==> src/hdl/bf_defs.svh <==
`ifndef BF_DEFS_SVH
`define BF_DEFS_SVH

// filter geometry
`define BF_FILTER_SIZE 8192
`define BF_NUM_ROWS    2

// request fields
`define BF_ID_W        8
`define BF_KEY_W       27

// command words seen on the control register
`define BF_CMD_IDLE      64'h7EA7BA0F2EA9BA08
`define BF_CMD_INSERT    64'hAFE0D0FDBF0FAFC0
`define BF_CMD_LOOKUP    64'hFEA0AFE0B0FFA0EF
`define BF_CMD_LOAD_CODE 64'hF0E0FEA0BACFEFAC
`define BF_CMD_MATCH     64'hCEAFE0AC0FEF0AE0
`define BF_CMD_ERASE     64'hAECF0EAFBEABBCBF
`define BF_CMD_FLAG_ALL  64'h3EA7BEA60EAFAEA8

// code load word carries these in bits 63:59 and 4:0
`define BF_SIG_HI 5'b01010
`define BF_SIG_LO 5'b10101

// xor constant of hash family b
`define BF_HASH_SEED 32'h811c9dc5

`endif
==> src/hdl/bf_pkg.sv <==
`include "bf_defs.svh"

package bf_pkg;

    localparam int IDX_W     = $clog2(`BF_FILTER_SIZE);
    localparam int NUM_BANKS = 2 * `BF_NUM_ROWS;

    typedef enum logic [2:0] {
        MODE_IDLE,
        MODE_INSERT,
        MODE_ERASE,
        MODE_LOOKUP,
        MODE_LOAD_CODE,
        MODE_MATCH,
        MODE_FLAG_ALL
    } mode_t;

    typedef logic [`BF_KEY_W-1:0] key_t;
    typedef logic [IDX_W-1:0]     index_t;
    typedef logic [63:0]          csr_word_t;

    // bank order a0, b0, a1, b1
    typedef logic [0:NUM_BANKS-1][IDX_W-1:0] idx_set_t;

    typedef struct packed {
        logic                valid;
        logic [`BF_ID_W-1:0] id;
        logic                match;
    } ar_payload_t;

    typedef struct packed {
        logic                valid;
        logic [`BF_ID_W-1:0] id;
    } aw_payload_t;

endpackage

==> src/hdl/bf_mode_if.sv <==
`timescale 1ns/1ps

interface bf_mode_if;

    bf_pkg::mode_t mode;
    // key field of the registered control word
    bf_pkg::key_t  key;
    bf_pkg::key_t  mask;
    bf_pkg::key_t  code;

    modport ctrl   (output mode, output key, output mask, output code);

    modport filter (input mode, input key);

    modport decide (input mode, input mask, input code);

endinterface

==> src/hdl/bf_mode_ctrl.sv <==
`timescale 1ns/1ps
`include "bf_defs.svh"

module bf_mode_ctrl (
    input  logic              clk,
    input  logic              rst_n,
    input  bf_pkg::csr_word_t csr_data,
    bf_mode_if.ctrl           mode_bus
);

    bf_pkg::csr_word_t csr_q;
    bf_pkg::mode_t     mode_q;
    bf_pkg::mode_t     mode_next;
    bf_pkg::key_t      mask_q;
    bf_pkg::key_t      code_q;
    logic              load_ok;

    always_ff @(posedge clk) begin
        if (!rst_n) begin
            csr_q <= '0;
        end else begin
            csr_q <= csr_data;
        end
    end

    // unknown words keep the current mode
    always_comb begin
        case (csr_q)
            `BF_CMD_IDLE:      mode_next = bf_pkg::MODE_IDLE;
            `BF_CMD_INSERT:    mode_next = bf_pkg::MODE_INSERT;
            `BF_CMD_LOOKUP:    mode_next = bf_pkg::MODE_LOOKUP;
            `BF_CMD_LOAD_CODE: mode_next = bf_pkg::MODE_LOAD_CODE;
            `BF_CMD_MATCH:     mode_next = bf_pkg::MODE_MATCH;
            `BF_CMD_ERASE:     mode_next = bf_pkg::MODE_ERASE;
            `BF_CMD_FLAG_ALL:  mode_next = bf_pkg::MODE_FLAG_ALL;
            default:           mode_next = mode_q;
        endcase
    end

    assign load_ok = (mode_q == bf_pkg::MODE_LOAD_CODE) &&
                     (csr_q[63:59] == `BF_SIG_HI) &&
                     (csr_q[4:0] == `BF_SIG_LO);

    always_ff @(posedge clk) begin
        if (!rst_n) begin
            mode_q <= bf_pkg::MODE_IDLE;
            mask_q <= '0;
            code_q <= '0;
        end else begin
            mode_q <= mode_next;
            if (load_ok) begin
                mask_q <= csr_q[58:32];
                code_q <= csr_q[31:5];
            end
        end
    end

    assign mode_bus.mode = mode_q;
    assign mode_bus.key  = csr_q[33:7];
    assign mode_bus.mask = mask_q;
    assign mode_bus.code = code_q;

endmodule

==> src/flat_wrapper.sv <==
// flat-port wrapper written by rule: the top's interface ports become plain ports
module bf_mode_ctrl_flat 
  (clk, rst_n, csr_data, mode_bus_mode, mode_bus_key, mode_bus_mask, mode_bus_code);
  bf_mode_if mode_bus_i ();
  input  logic clk;
  input  logic rst_n;
  input  bf_pkg::csr_word_t csr_data;
  output wire logic [$bits(mode_bus_i.mode)-1:0] mode_bus_mode;
  output wire logic [$bits(mode_bus_i.key)-1:0] mode_bus_key;
  output wire logic [$bits(mode_bus_i.mask)-1:0] mode_bus_mask;
  output wire logic [$bits(mode_bus_i.code)-1:0] mode_bus_code;
  assign mode_bus_mode = mode_bus_i.mode;
  assign mode_bus_key = mode_bus_i.key;
  assign mode_bus_mask = mode_bus_i.mask;
  assign mode_bus_code = mode_bus_i.code;
  bf_mode_ctrl u_core (.clk(clk), .rst_n(rst_n), .csr_data(csr_data), .mode_bus(mode_bus_i));
endmodule
==> config.mk <==
export PLATFORM = sky130hd
export DESIGN_NAME = bf_mode_ctrl_flat
export DESIGN_NICKNAME = d
export VERILOG_FILES = /design/src/hdl/bf_pkg.sv /design/src/hdl/bf_mode_if.sv /design/src/hdl/bf_mode_ctrl.sv /design/src/flat_wrapper.sv
export VERILOG_INCLUDE_DIRS = /design/src /design/src/hdl
export SDC_FILE = /design/constraint.sdc
export NUM_CORES = 1
export LEC_CHECK = 0
export BUFFER_PORTS_ARGS = -buffer_cell sky130_fd_sc_hd__buf_2
export CORE_MARGIN = 5
export CORE_UTILIZATION = 30
export DETAILED_ROUTE_END_ITERATION = 7
export PLACE_DENSITY = 0.63
export SLEW_MARGIN = 15
export SYNTH_ARGS = -nofsm -noshare
export SYNTH_HDL_FRONTEND = slang
export SYNTH_SLANG_ARGS = --single-unit
==> constraint.sdc <==
create_clock -name clk -period 2.22 [get_ports clk]
set_clock_uncertainty 0.15 [all_clocks]
set_input_delay 0 -clock clk [delete_from_list [all_inputs] [get_ports clk]]
set_output_delay 0 -clock clk [all_outputs]
set_load 0.1 [all_outputs]
-- Word-level counts from Yosys, hierarchy flattened
Cells that the tools add are included.
W data, S select, Z words.
- flip-flop bits (word level): 121
- equality and inequality tests: 10
- multiplexer cells: 1
- reduce and logical (&&, ||, !) cells: 3
- operator list (kind ; count):
    $eq A64 B64 Y1 const B ; 5
    $eq A64 B62 Y1 const B ; 1
    $eq A64 B63 Y1 const B ; 1
    $pmux W3 S7 ; 1
    $reduce_bool A7 Y1 ; 1
    $eq A5 B4 Y1 const B ; 1
    $eq A5 B5 Y1 const B ; 1
    $eq A3 B3 Y1 const B ; 1
    $logic_and A1 B1 Y1 ; 2

-- Logic depth before layout (Yosys ltp)
Gate-level depths: netlist of the first run.
- depth after elaboration: 3
- depth in mapped cells: 8
- depth with buffers taken out: 6

-- Least setup slack after synthesis of the first run
No wires, ideal clock.
- path type: register -> register
- start point: register u_core.mode_q[2] (netlist: u_core.mode_bus.mode[2])
- end point: register u_core.code_q[0] (netlist: u_core.mode_bus.code[0])
- arrival: 2213 ps
- period minus slack after synthesis: 2438 ps
- slack: -218 ps
- data required time: 1994 ps
- stages on the path, launching flop included: 8
- buffers on the path: 2
- library setup time: 76 ps
- cell sequence: dfxtp_1 -> nand3_1 -> nor3_1 -> and4_1 -> clkbuf_1 -> clkbuf_1 -> nand2_1 -> a21boi_0
- longest elaborated chain between the ends: 3
- ends and longest elaborated chain (item ; RTL line ; RTL):
    start: declaration ; bf_mode_ctrl.sv:12 ; bf_pkg::mode_t mode_q;
    start signal: assignment ; bf_mode_ctrl.sv:46 ; mode_q <= bf_pkg::MODE_IDLE;
    start signal: assignment ; bf_mode_ctrl.sv:50 ; mode_q <= mode_next;
    $eq A3 B3 Y1 ; bf_mode_ctrl.sv:40 ; assign load_ok = (mode_q == bf_pkg::MODE_LOAD_CODE) &&
    $logic_and A1 B1 Y1 (2 in series) ; bf_mode_ctrl.sv:40 ;
    end signal: assignment ; bf_mode_ctrl.sv:53 ; code_q <= csr_q[31:5];
    end: declaration ; bf_mode_ctrl.sv:15 ; bf_pkg::key_t code_q;
No other way between the ends.
A chain may end at the register's enable or synchronous reset.

-- Final worst setup path of the first run
- start point: register u_core.csr_q[27]
- end point: register u_core.mode_q[0] (netlist: u_core.mode_bus.mode[0])
- longest elaborated chain between the ends: 2
- elaborated cells on any way between the ends: 9
- ends and longest elaborated chain (item ; RTL line ; RTL):
    start: declaration ; bf_mode_ctrl.sv:11 ; bf_pkg::csr_word_t csr_q;
    start signal: assignment ; bf_mode_ctrl.sv:22 ; csr_q <= csr_data;
    $eq A64 B62 Y1, or another cell as far along ; bf_mode_ctrl.sv:28 ; case (csr_q)
    $pmux W3 S7 or $reduce_bool A7 Y1 (tied branches) ; -- ;
Several ways; a longest one is shown, not always the timed one.

==> out/metrics.cfg, run 1 <==
[run_status]
outcome=complete, no violations

[synthesis]
synth_top_area_share=0.5118
synth_area_per_cell_um2=9.191
yosys-top-cells-area=dfxtp_1 (51%), nand2_1 (9.5%), a21boi_0 (8.7%)
synth_commonest_cells=dfxtp_1 (121), nand2_1 (120), and2_1 (64)
synth_cell_type_count=36
ys_seq_area_frac=0.5118
synth.ff_latch_count=121
synth.cell_area_um2=4733
synth_top_area_cell=dfxtp_1
synth_edf_count=0
syn_nets=581
async_flop_share=0
syn-instance-count=515
ys_warn_count=0
synth.most_common_cell=dfxtp_1
synth_ff_type=dfxtp_1

[sta]
fmax_mhz=474.5
tightest_slew_ps=510.7
min_period_ps=2107
finalHoldViolations=0
finalSetupViolCount=0
rsz0062_at_grt=no
finalMaxSlewViolations=0
relSlewSlack=0.6619
period_share=0.9492
setup_tns_ps=0
setup_ws_ps=112.7

[routing]
routed-via-count=4737
via_per_inst=4.559
wl_um=17580
drc_errors=0
wl_per_cell_um=16.92
ant_nets=0
drtPass1Iterations=5
drtIter0Drc=211

[worst_setup_path]
path_buf_inv=1
cp.arrival_ps=2260
cp.required_ps=2370
cp-end-kind=register
crit_family=simple AND/OR/NAND/NOR gates
critPathKind=register to register
crit_chain=nand4_1 -> or4_4 -> nor4_4 -> buf_4 -> a22oi_1 -> o2111ai_2 -> o21bai_1
crit_slowest_cell=or4_4
start_kind=register
crit_path_max_incr_delay_ps=570
worstPathMaxFanout=5

[cts]
cts.sinks=121
postCtsSetupBuffers=0
cts_max_level=4
cts_buffer_depth=2
worstSkewPairLatency_ps=420
cts.clk_slew.worst_paths_ps=60
numCtsBuffers=17
cts_tree=built
cts_root_buffer=clkbuf_16

[layout]
nets=876
finalNonFillerCells=1039
diodes=0
utilization=0.5029
area_growth_pct=66.32
drive_gt1_frac=0.3208

[power]
vdd_drop_max_mv=0.4820
leakage_uw=0.003447
p_per_area_nw_per_um2=742.2

[floorplan]
core-area_um2=15660
start_util=0.3023
ios=150
rows=46
die_area_um2=18390
fp.dieH_um=135.6
die_w_um=135.6

[placement]
pre_cts_slack_ps=34.31
dp_hpwl_um=12120
gp_congestion=0.8917
portBuffers=149
dp_cells=883

[global_routing]
grt_max_degree=65
grt-ovfl-total=0
grt_pass1_wl_um=27160
grt_pass1_vias=4961
grt.total_usage=0.1945
antenna_found_initial=0

[job]
max_cap_viol_count=0

[hold_path]
worstHoldPathType=input pin to register

worst paths after layout:
path,startpoint,to,slack (ps),cells past startpoint
hold / removal,csr_data[63],u_core.csr_q[63],230,3
setup / recovery,u_core.csr_q[27],u_core.mode_bus.mode[0],110,7
hold reg to reg,u_core.mode_bus.mask[8],u_core.mode_bus.mask[8],310,2
setup reg to reg,u_core.csr_q[27],u_core.mode_bus.mode[0],110,7
stage by stage:
step | hold WS, ps | cell area [um2] | power (uW)
after floorplan | -28.29 | 4737 | 2660
after global placement | 56.25 | 5904 | 2844
after detailed placement | 58.94 | 5904 | 2841
after CTS | 212.6 | 7774 | 5874
after global routing | 234.7 | 7873 | 6054
final | 228.1 | 7873 | 5843
worst reg2reg max path, stage by stage, from the launching register on:
cell and delay (ps):
dfxtp_4 390, nand4_1 110, or4_4 570, nor4_4 300, buf_4 150, a22oi_1 90, o2111ai_2 130, o21bai_1 100
per-layer routing:
metal	GRT usage	vias up	part of all wire
met2	0.3155	157	0.48
met1	0.2448	2214	0.44
met5	0	-	0
li1	-	2328	-
met4	0.08455	0	0.029
met3	0.04903	38	0.049
report_power, final:
| group | switching, uW | internal [uW] | leakage, uW |
|---|---|---|---|
| registers | 71.3 | 2240 | 0.000997 |
| logic | 356 | 318 | 0.00215 |
| clock network | 1030 | 1830 | 0.000303 |
repair_timing:
| item | CTS | global route |
|---|---|---|
| gates resized for setup | 1 | 26 |
| endpoints found under the setup margin | 1 | 3 |
| pin swaps | 0 | 3 |
| hold buffers | 124 | 0 |
| endpoints found under the hold margin | 121 | 0 |
flip-flops by register name, indices dropped and copies added, names as in the netlist:
register / cells
u_core.csr_q: 64
u_core.mode_bus.code: 27
u_core.mode_bus.mask: 27
u_core.mode_bus.mode: 3
layout by cell type (no fill, tap or decap), types with 5 or more instances in the layout:
cell type        n
clkinv_4         6
and3_1           5
dfxtp_1        107
nand3_1          7
nor4_1           5
buf_4           51
and2_1          64
nor2_1           9
nor3_1           6
nand2_1        120
clkbuf_16       17
buf_2          149
nand4b_1         6
nor2b_1          5
dfxtp_2         12
a21boi_0        54
nand4_1         14
nor4bb_1         8
dlygate4sd3_1  124
kinds of logic after synthesis:
kind of cell | synth area share
compound gates | 0.1028
buf+inv | 0.06265
flops | 0.5118
simple gates | 0.3228
cell type report:
| type | instances | area, um2 |
|---|---|---|
| Fill cell | 1468 | 7782 |
| Sequential cell | 121 | 2445 |
| Timing Repair Buffer | 327 | 2430 |
| Multi-Input combinational cell | 342 | 2102 |
| Clock buffer | 19 | 452.9 |
| Tap cell | 216 | 270.3 |
| Clock inverter | 13 | 168.9 |
| Inverter | 1 | 3.754 |
Note: power is estimated with default switching activity, not from simulation.
==> run 2: changes to the inputs <==
--- a/config.mk
+++ b/config.mk
@@ -10,6 +10,7 @@
 export CORE_MARGIN = 5
 export CORE_UTILIZATION = 30
 export DETAILED_ROUTE_END_ITERATION = 7
+export MAX_ROUTING_LAYER = met4
 export PLACE_DENSITY = 0.63
 export SLEW_MARGIN = 15
 export SYNTH_ARGS = -nofsm -noshare
==> run 2 against run 1 <==
  * Utilization is 3.8 points lower
  * Non-clock buffer count down 58
  * Clock power about the same
  * Flip-flop and latch count unchanged
  * Global-route usage fell by 1.2 points
  * Via count is 6.4% lower
  * Sequential share of layout area grew 2.4 points
  * Sequential power about the same
  * Critical endpoint unchanged
==> out/metrics.cfg, run 2 (synthesis gave the netlist of run 1 again) <==
[placement]
dpl_cell_area_um2=5909
pre_cts_slack_ps=47.76
dp_hpwl_um=12100
portBuffers=149
gp_congestion=0.9814

[worst_setup_path]
worstPathMaxFanout=5
cp-end-kind=register
critPathKind=register to register
reg2reg_slack_ps=90
start_kind=register
cp.required_ps=2350
cp.arrival_ps=2260

[sta]
period_share=0.9604
finalHoldViolations=0
tightest_slew_ps=521.1
setup_ws_ps=88.01
finalMaxSlewViolations=0
fmax_mhz=469.0
relSlewSlack=0.6550
setup_tns_ps=0
min_period_ps=2132
finalSetupViolCount=0

[cts]
cts_max_level=4
worstSkewPairLatency_ps=410
cts_buffer_depth=2
cts_root_buffer=clkbuf_16
postCtsSetupBuffers=0
numCtsBuffers=17
cts_tree=built
cts.clk_slew.worst_paths_ps=50
cts.sinks=121

[routing]
drtPass1Iterations=5
drc_errors=0
routed-via-count=4434
wl_per_cell_um=16.55
drtIter0Drc=258
ant_nets=0
wl_um=16220
via_per_inst=4.524

[floorplan]
fp.dieH_um=135.6
die_w_um=135.6
ios=150
die_area_um2=18390
core-area_um2=15660
start_util=0.3023
rows=46

[layout]
largest_reg_flops=64
drive_gt1_frac=0.3272
finalInstanceArea_um2=7271
regMostFlops=u_core.csr_q
layout_commonest_cell=buf_2
layout_common_cells=buf_2 (149), nand2_1 (120), dfxtp_1 (114)
area_growth_pct=53.61
nets=818
diodes=0

[power]
p_total_uw=5778
leakage_uw=0.003101
p_per_area_nw_per_um2=794.8
vdd_drop_max_mv=0.5170

[run_status]
outcome=complete, no violations

[hold_path]
worstHoldPathType=input pin to register

[global_routing]
grt_pass1_wl_um=24920
antenna_found_initial=0
grt.total_usage=0.1826
grt_max_degree=71
grt_pass1_vias=4533
grt-ovfl-total=0

[job]
max_cap_viol_count=0

[run 2: routing by layer]
layer,GRT usage,part of all wire,routed length (um)
met1,0.2327,0.46,7471
met2,0.2912,0.47,7692
met4,0.05543,0.013,206
met3,0.04012,0.052,851
met5,-,0,0
[run 2: cell type report]
type	count	area (um2)
Fill cell	1529	8384
Sequential cell	121	2431
Multi-Input combinational cell	342	2081
Timing Repair Buffer	269	1864
Clock buffer	23	478.0
Tap cell	216	270.3
Clock inverter	8	142.6
Inverter	1	3.754
[run 2: final timing paths]
kind	startpoint	to	cells past startpoint
max	u_core.csr_q[8]	u_core.mode_bus.mode[0]	7
min	csr_data[28]	u_core.csr_q[28]	3
max reg2reg	u_core.csr_q[8]	u_core.mode_bus.mode[0]	7
min reg2reg	u_core.mode_bus.code[16]	u_core.mode_bus.code[16]	2
[run 2: timing repair]
action                                 4_1_cts  5_1_grt
hold buffers                                67        0
resized for setup                            0       15
setup endpoints to repair                    0        3
endpoints found under the hold margin       74        0
[run 2: worst max-delay path, stage by stage, from the launching register on]
cell and delay, ps:
dfxtp_1 420, nand4b_1 120, or4b_1 520, nor4_2 280, buf_4 150, a22oi_1 80
o2111ai_1 160, o21bai_1 120
[run 2: through the flow]
stage | hold WS, ps | util | cells
final | 181.3 | 0.4644 | 980
after floorplan | -28.29 | - | 515
after global routing | 179.0 | 0.4644 | 980
after detailed placement | 58.13 | 0.3775 | 882
after CTS | 161.5 | 0.4600 | 980
after global placement | 57.23 | 0.3775 | 882
[run 2: power by group]
part | switching (uW) | total (uW) | internal [uW]
sequential | 71.5 | 2310 | 2240
clock | 928 | 2880 | 1950
combinational | 335 | 586 | 251
total | 1330 | 5780 | 4440
==> run 3: changes to the inputs <==
--- a/config.mk
+++ b/config.mk
@@ -6,7 +6,7 @@
 export SDC_FILE = /design/constraint.sdc
 export NUM_CORES = 1
 export LEC_CHECK = 0
-export BUFFER_PORTS_ARGS = -buffer_cell sky130_fd_sc_hd__buf_2
+export BUFFER_PORTS_ARGS = -buffer_cell sky130_fd_sc_hd__clkbuf_2
 export CORE_MARGIN = 5
 export CORE_UTILIZATION = 30
 export DETAILED_ROUTE_END_ITERATION = 7
==> run 3 against run 2 <==
  * Via count shrank 0.29%
  * Setup slack lost 34 ps
  * Global-route usage grew 0.29 points
  * Clock power shrank 5%
  * First-iteration DRC count shrank 22%
  * Non-clock buffer count grew 13
  * Highest routed layer unchanged
==> out/metrics.cfg, run 3 (synthesis gave the netlist of run 1 again) <==
[sta]
rsz0062_at_grt=yes
hold_ws_ps=173.9
relSlewSlack=0.6208
tightest_slew_ps=571.3
finalMaxSlewViolations=0
fmax_mhz=461.8
finalHoldViolations=0
setup_ws_ps=54.41
min_period_ps=2166
finalSetupViolCount=0
period_share=0.9755

[worst_setup_path]
rr_startpoint=u_core.csr_q[0]
critPathKind=register to register
reg2reg_depth=8
cp-end-kind=register
worstPathMaxFanout=3
cp.arrival_ps=2360
cp.required_ps=2410
r2r-end=u_core.mode_bus.mode[0]
endpoint=u_core.mode_bus.mode[0]
reg2reg_slack_ps=50
worstSetupStartpoint=u_core.csr_q[0]
start_kind=register

[run_status]
outcome=complete, no violations

[cts]
cts_tree=built
cts_root_buffer=clkbuf_16
cts_max_level=4
cts_buffer_depth=2
cts.sinks=121
numCtsBuffers=17
worstSkewPairLatency_ps=420
cts.clk_slew.worst_paths_ps=50

[placement]
portBuffers=149
gp_congestion=0.9287
pre_cts_slack_ps=-13.10
dp_hpwl_um=12080

[power]
p_sw_uw=1368
pwr-share-clk=0.485
leakage_uw=0.003098
vdd_drop_max_mv=0.5306
p_per_area_nw_per_um2=770.1
power_frac_seq=0.410
swShare=0.2425
combPwrFrac=0.105
p_int_uw=4274

[layout]
largest_reg_flops=64
ff_latch_area_um2=2431
drive_gt1_frac=0.3213
layout_common_cells=clkbuf_2 (148), nand2_1 (120), dfxtp_1 (114)
fill_cells=1540
regMostFlops=u_core.csr_q
layout_commonest_cell=clkbuf_2
multiInputGateArea_um2=2071
nets=831
area_growth_pct=54.80
diodes=0

[global_routing]
grt.total_usage=0.1855
grt-ovfl-total=0
grt_pass1_vias=4462
grt_pass1_wl_um=25030
antenna_found_initial=0
grt_max_degree=60

[floorplan]
start_util=0.3023
fp.dieH_um=135.6
die_w_um=135.6
core-area_um2=15660
ios=150
rows=46
die_area_um2=18390

[routing]
wl_um=16490
wl_per_cell_um=16.59
drtPass1Iterations=4
ant_nets=0
drc_errors=0
routed-via-count=4421
drtIter0Drc=200
via_per_inst=4.448

[hold_path]
worstHoldPathType=input pin to register
min_from=csr_data[50]

[job]
max_cap_viol_count=0

==> run 3: cell count changes in the layout (fill, tap and decap cells not counted), moves of 2 or more <==
| cell | change |
|---|---|
| buf_2 | -148 |
| buf_12 | -2 |
| dlygate4sd3_1 | +14 |
| clkbuf_2 | +148 |
| nor4_2 | +2 |
| clkbuf_8 | -2 |
| nor4bb_4 | -2 |
| nor4_1 | -2 |
| clkinv_2 | +4 |
| nor4bb_2 | +2 |
==> run 3: timing repair <==
item	4_1_cts	5_1_grt
setup buffers	0	1
setup endpoints to repair	3	3
hold endpoints to repair	68	0
hold buffers	81	0
resized for setup	3	10
pin swaps	0	1
==> run 3: area by class of cell <==
cell class,count,area share
clock buffers,22,0.06199
clock inverters,10,0.01708
inverters,1,0.0005123
multi-input cells,342,0.2826
flip-flops and latches,121,0.3318
well taps,216,0.03689
repair buffers,282,0.2691
==> run 3: worst min-delay path by stage <==
stage	depth (start not counted)	endpoint	slack, ps
after floorplan	1	u_core.csr_q[43]	-30
after global placement	2	u_core.csr_q[28]	60
after detailed placement	2	u_core.csr_q[1]	60
after CTS	3	u_core.csr_q[28]	160
after global routing	3	u_core.csr_q[28]	170
final	3	u_core.csr_q[50]	170
==> run 3: critical path, cell delays in order, from the launching register on <==
cell and delay, ps:
dfxtp_1 300, buf_4 130, nor4_1 400, nand4_1 210, nor4_1 380, nand2_1 110
a21boi_0 190, buf_4 130, o21bai_1 90
==> run 3: routing by layer <==
layer,vias up,track usage,part of all wire
met5,-,-,0
met2,134,0.2976,0.49
li1,2232,-,-
met4,0,0.06943,0.017
met3,22,0.04606,0.055
met1,2033,0.2262,0.44
==> run 3: stage by stage <==
stage | power, uW | instance area [um2] | util | setup TNS [ps] | cells
2_1_floorplan | 2660 | 4737 | - | 0 | 515
3_3_place_gp | 2835 | 5869 | 0.3749 | -259.1 | 880
3_5_place_dp | 2833 | 5869 | 0.3749 | -28.03 | 880
4_1_cts | 5690 | 7268 | 0.4643 | 0 | 993
5_1_grt | 5845 | 7327 | 0.4680 | -13.11 | 994
6_report | 5643 | 7327 | 0.4680 | 0 | 994
==> run 3: power groups by stage <==
stage	combinational, uW	clock, uW	sequential, uW
3_3_place_gp	477	0	2360
5_1_grt	622	2900	2320
6_report	591	2740	2310
3_5_place_dp	475	0	2360
2_1_floorplan	331	0	2330
4_1_cts	586	2790	2310
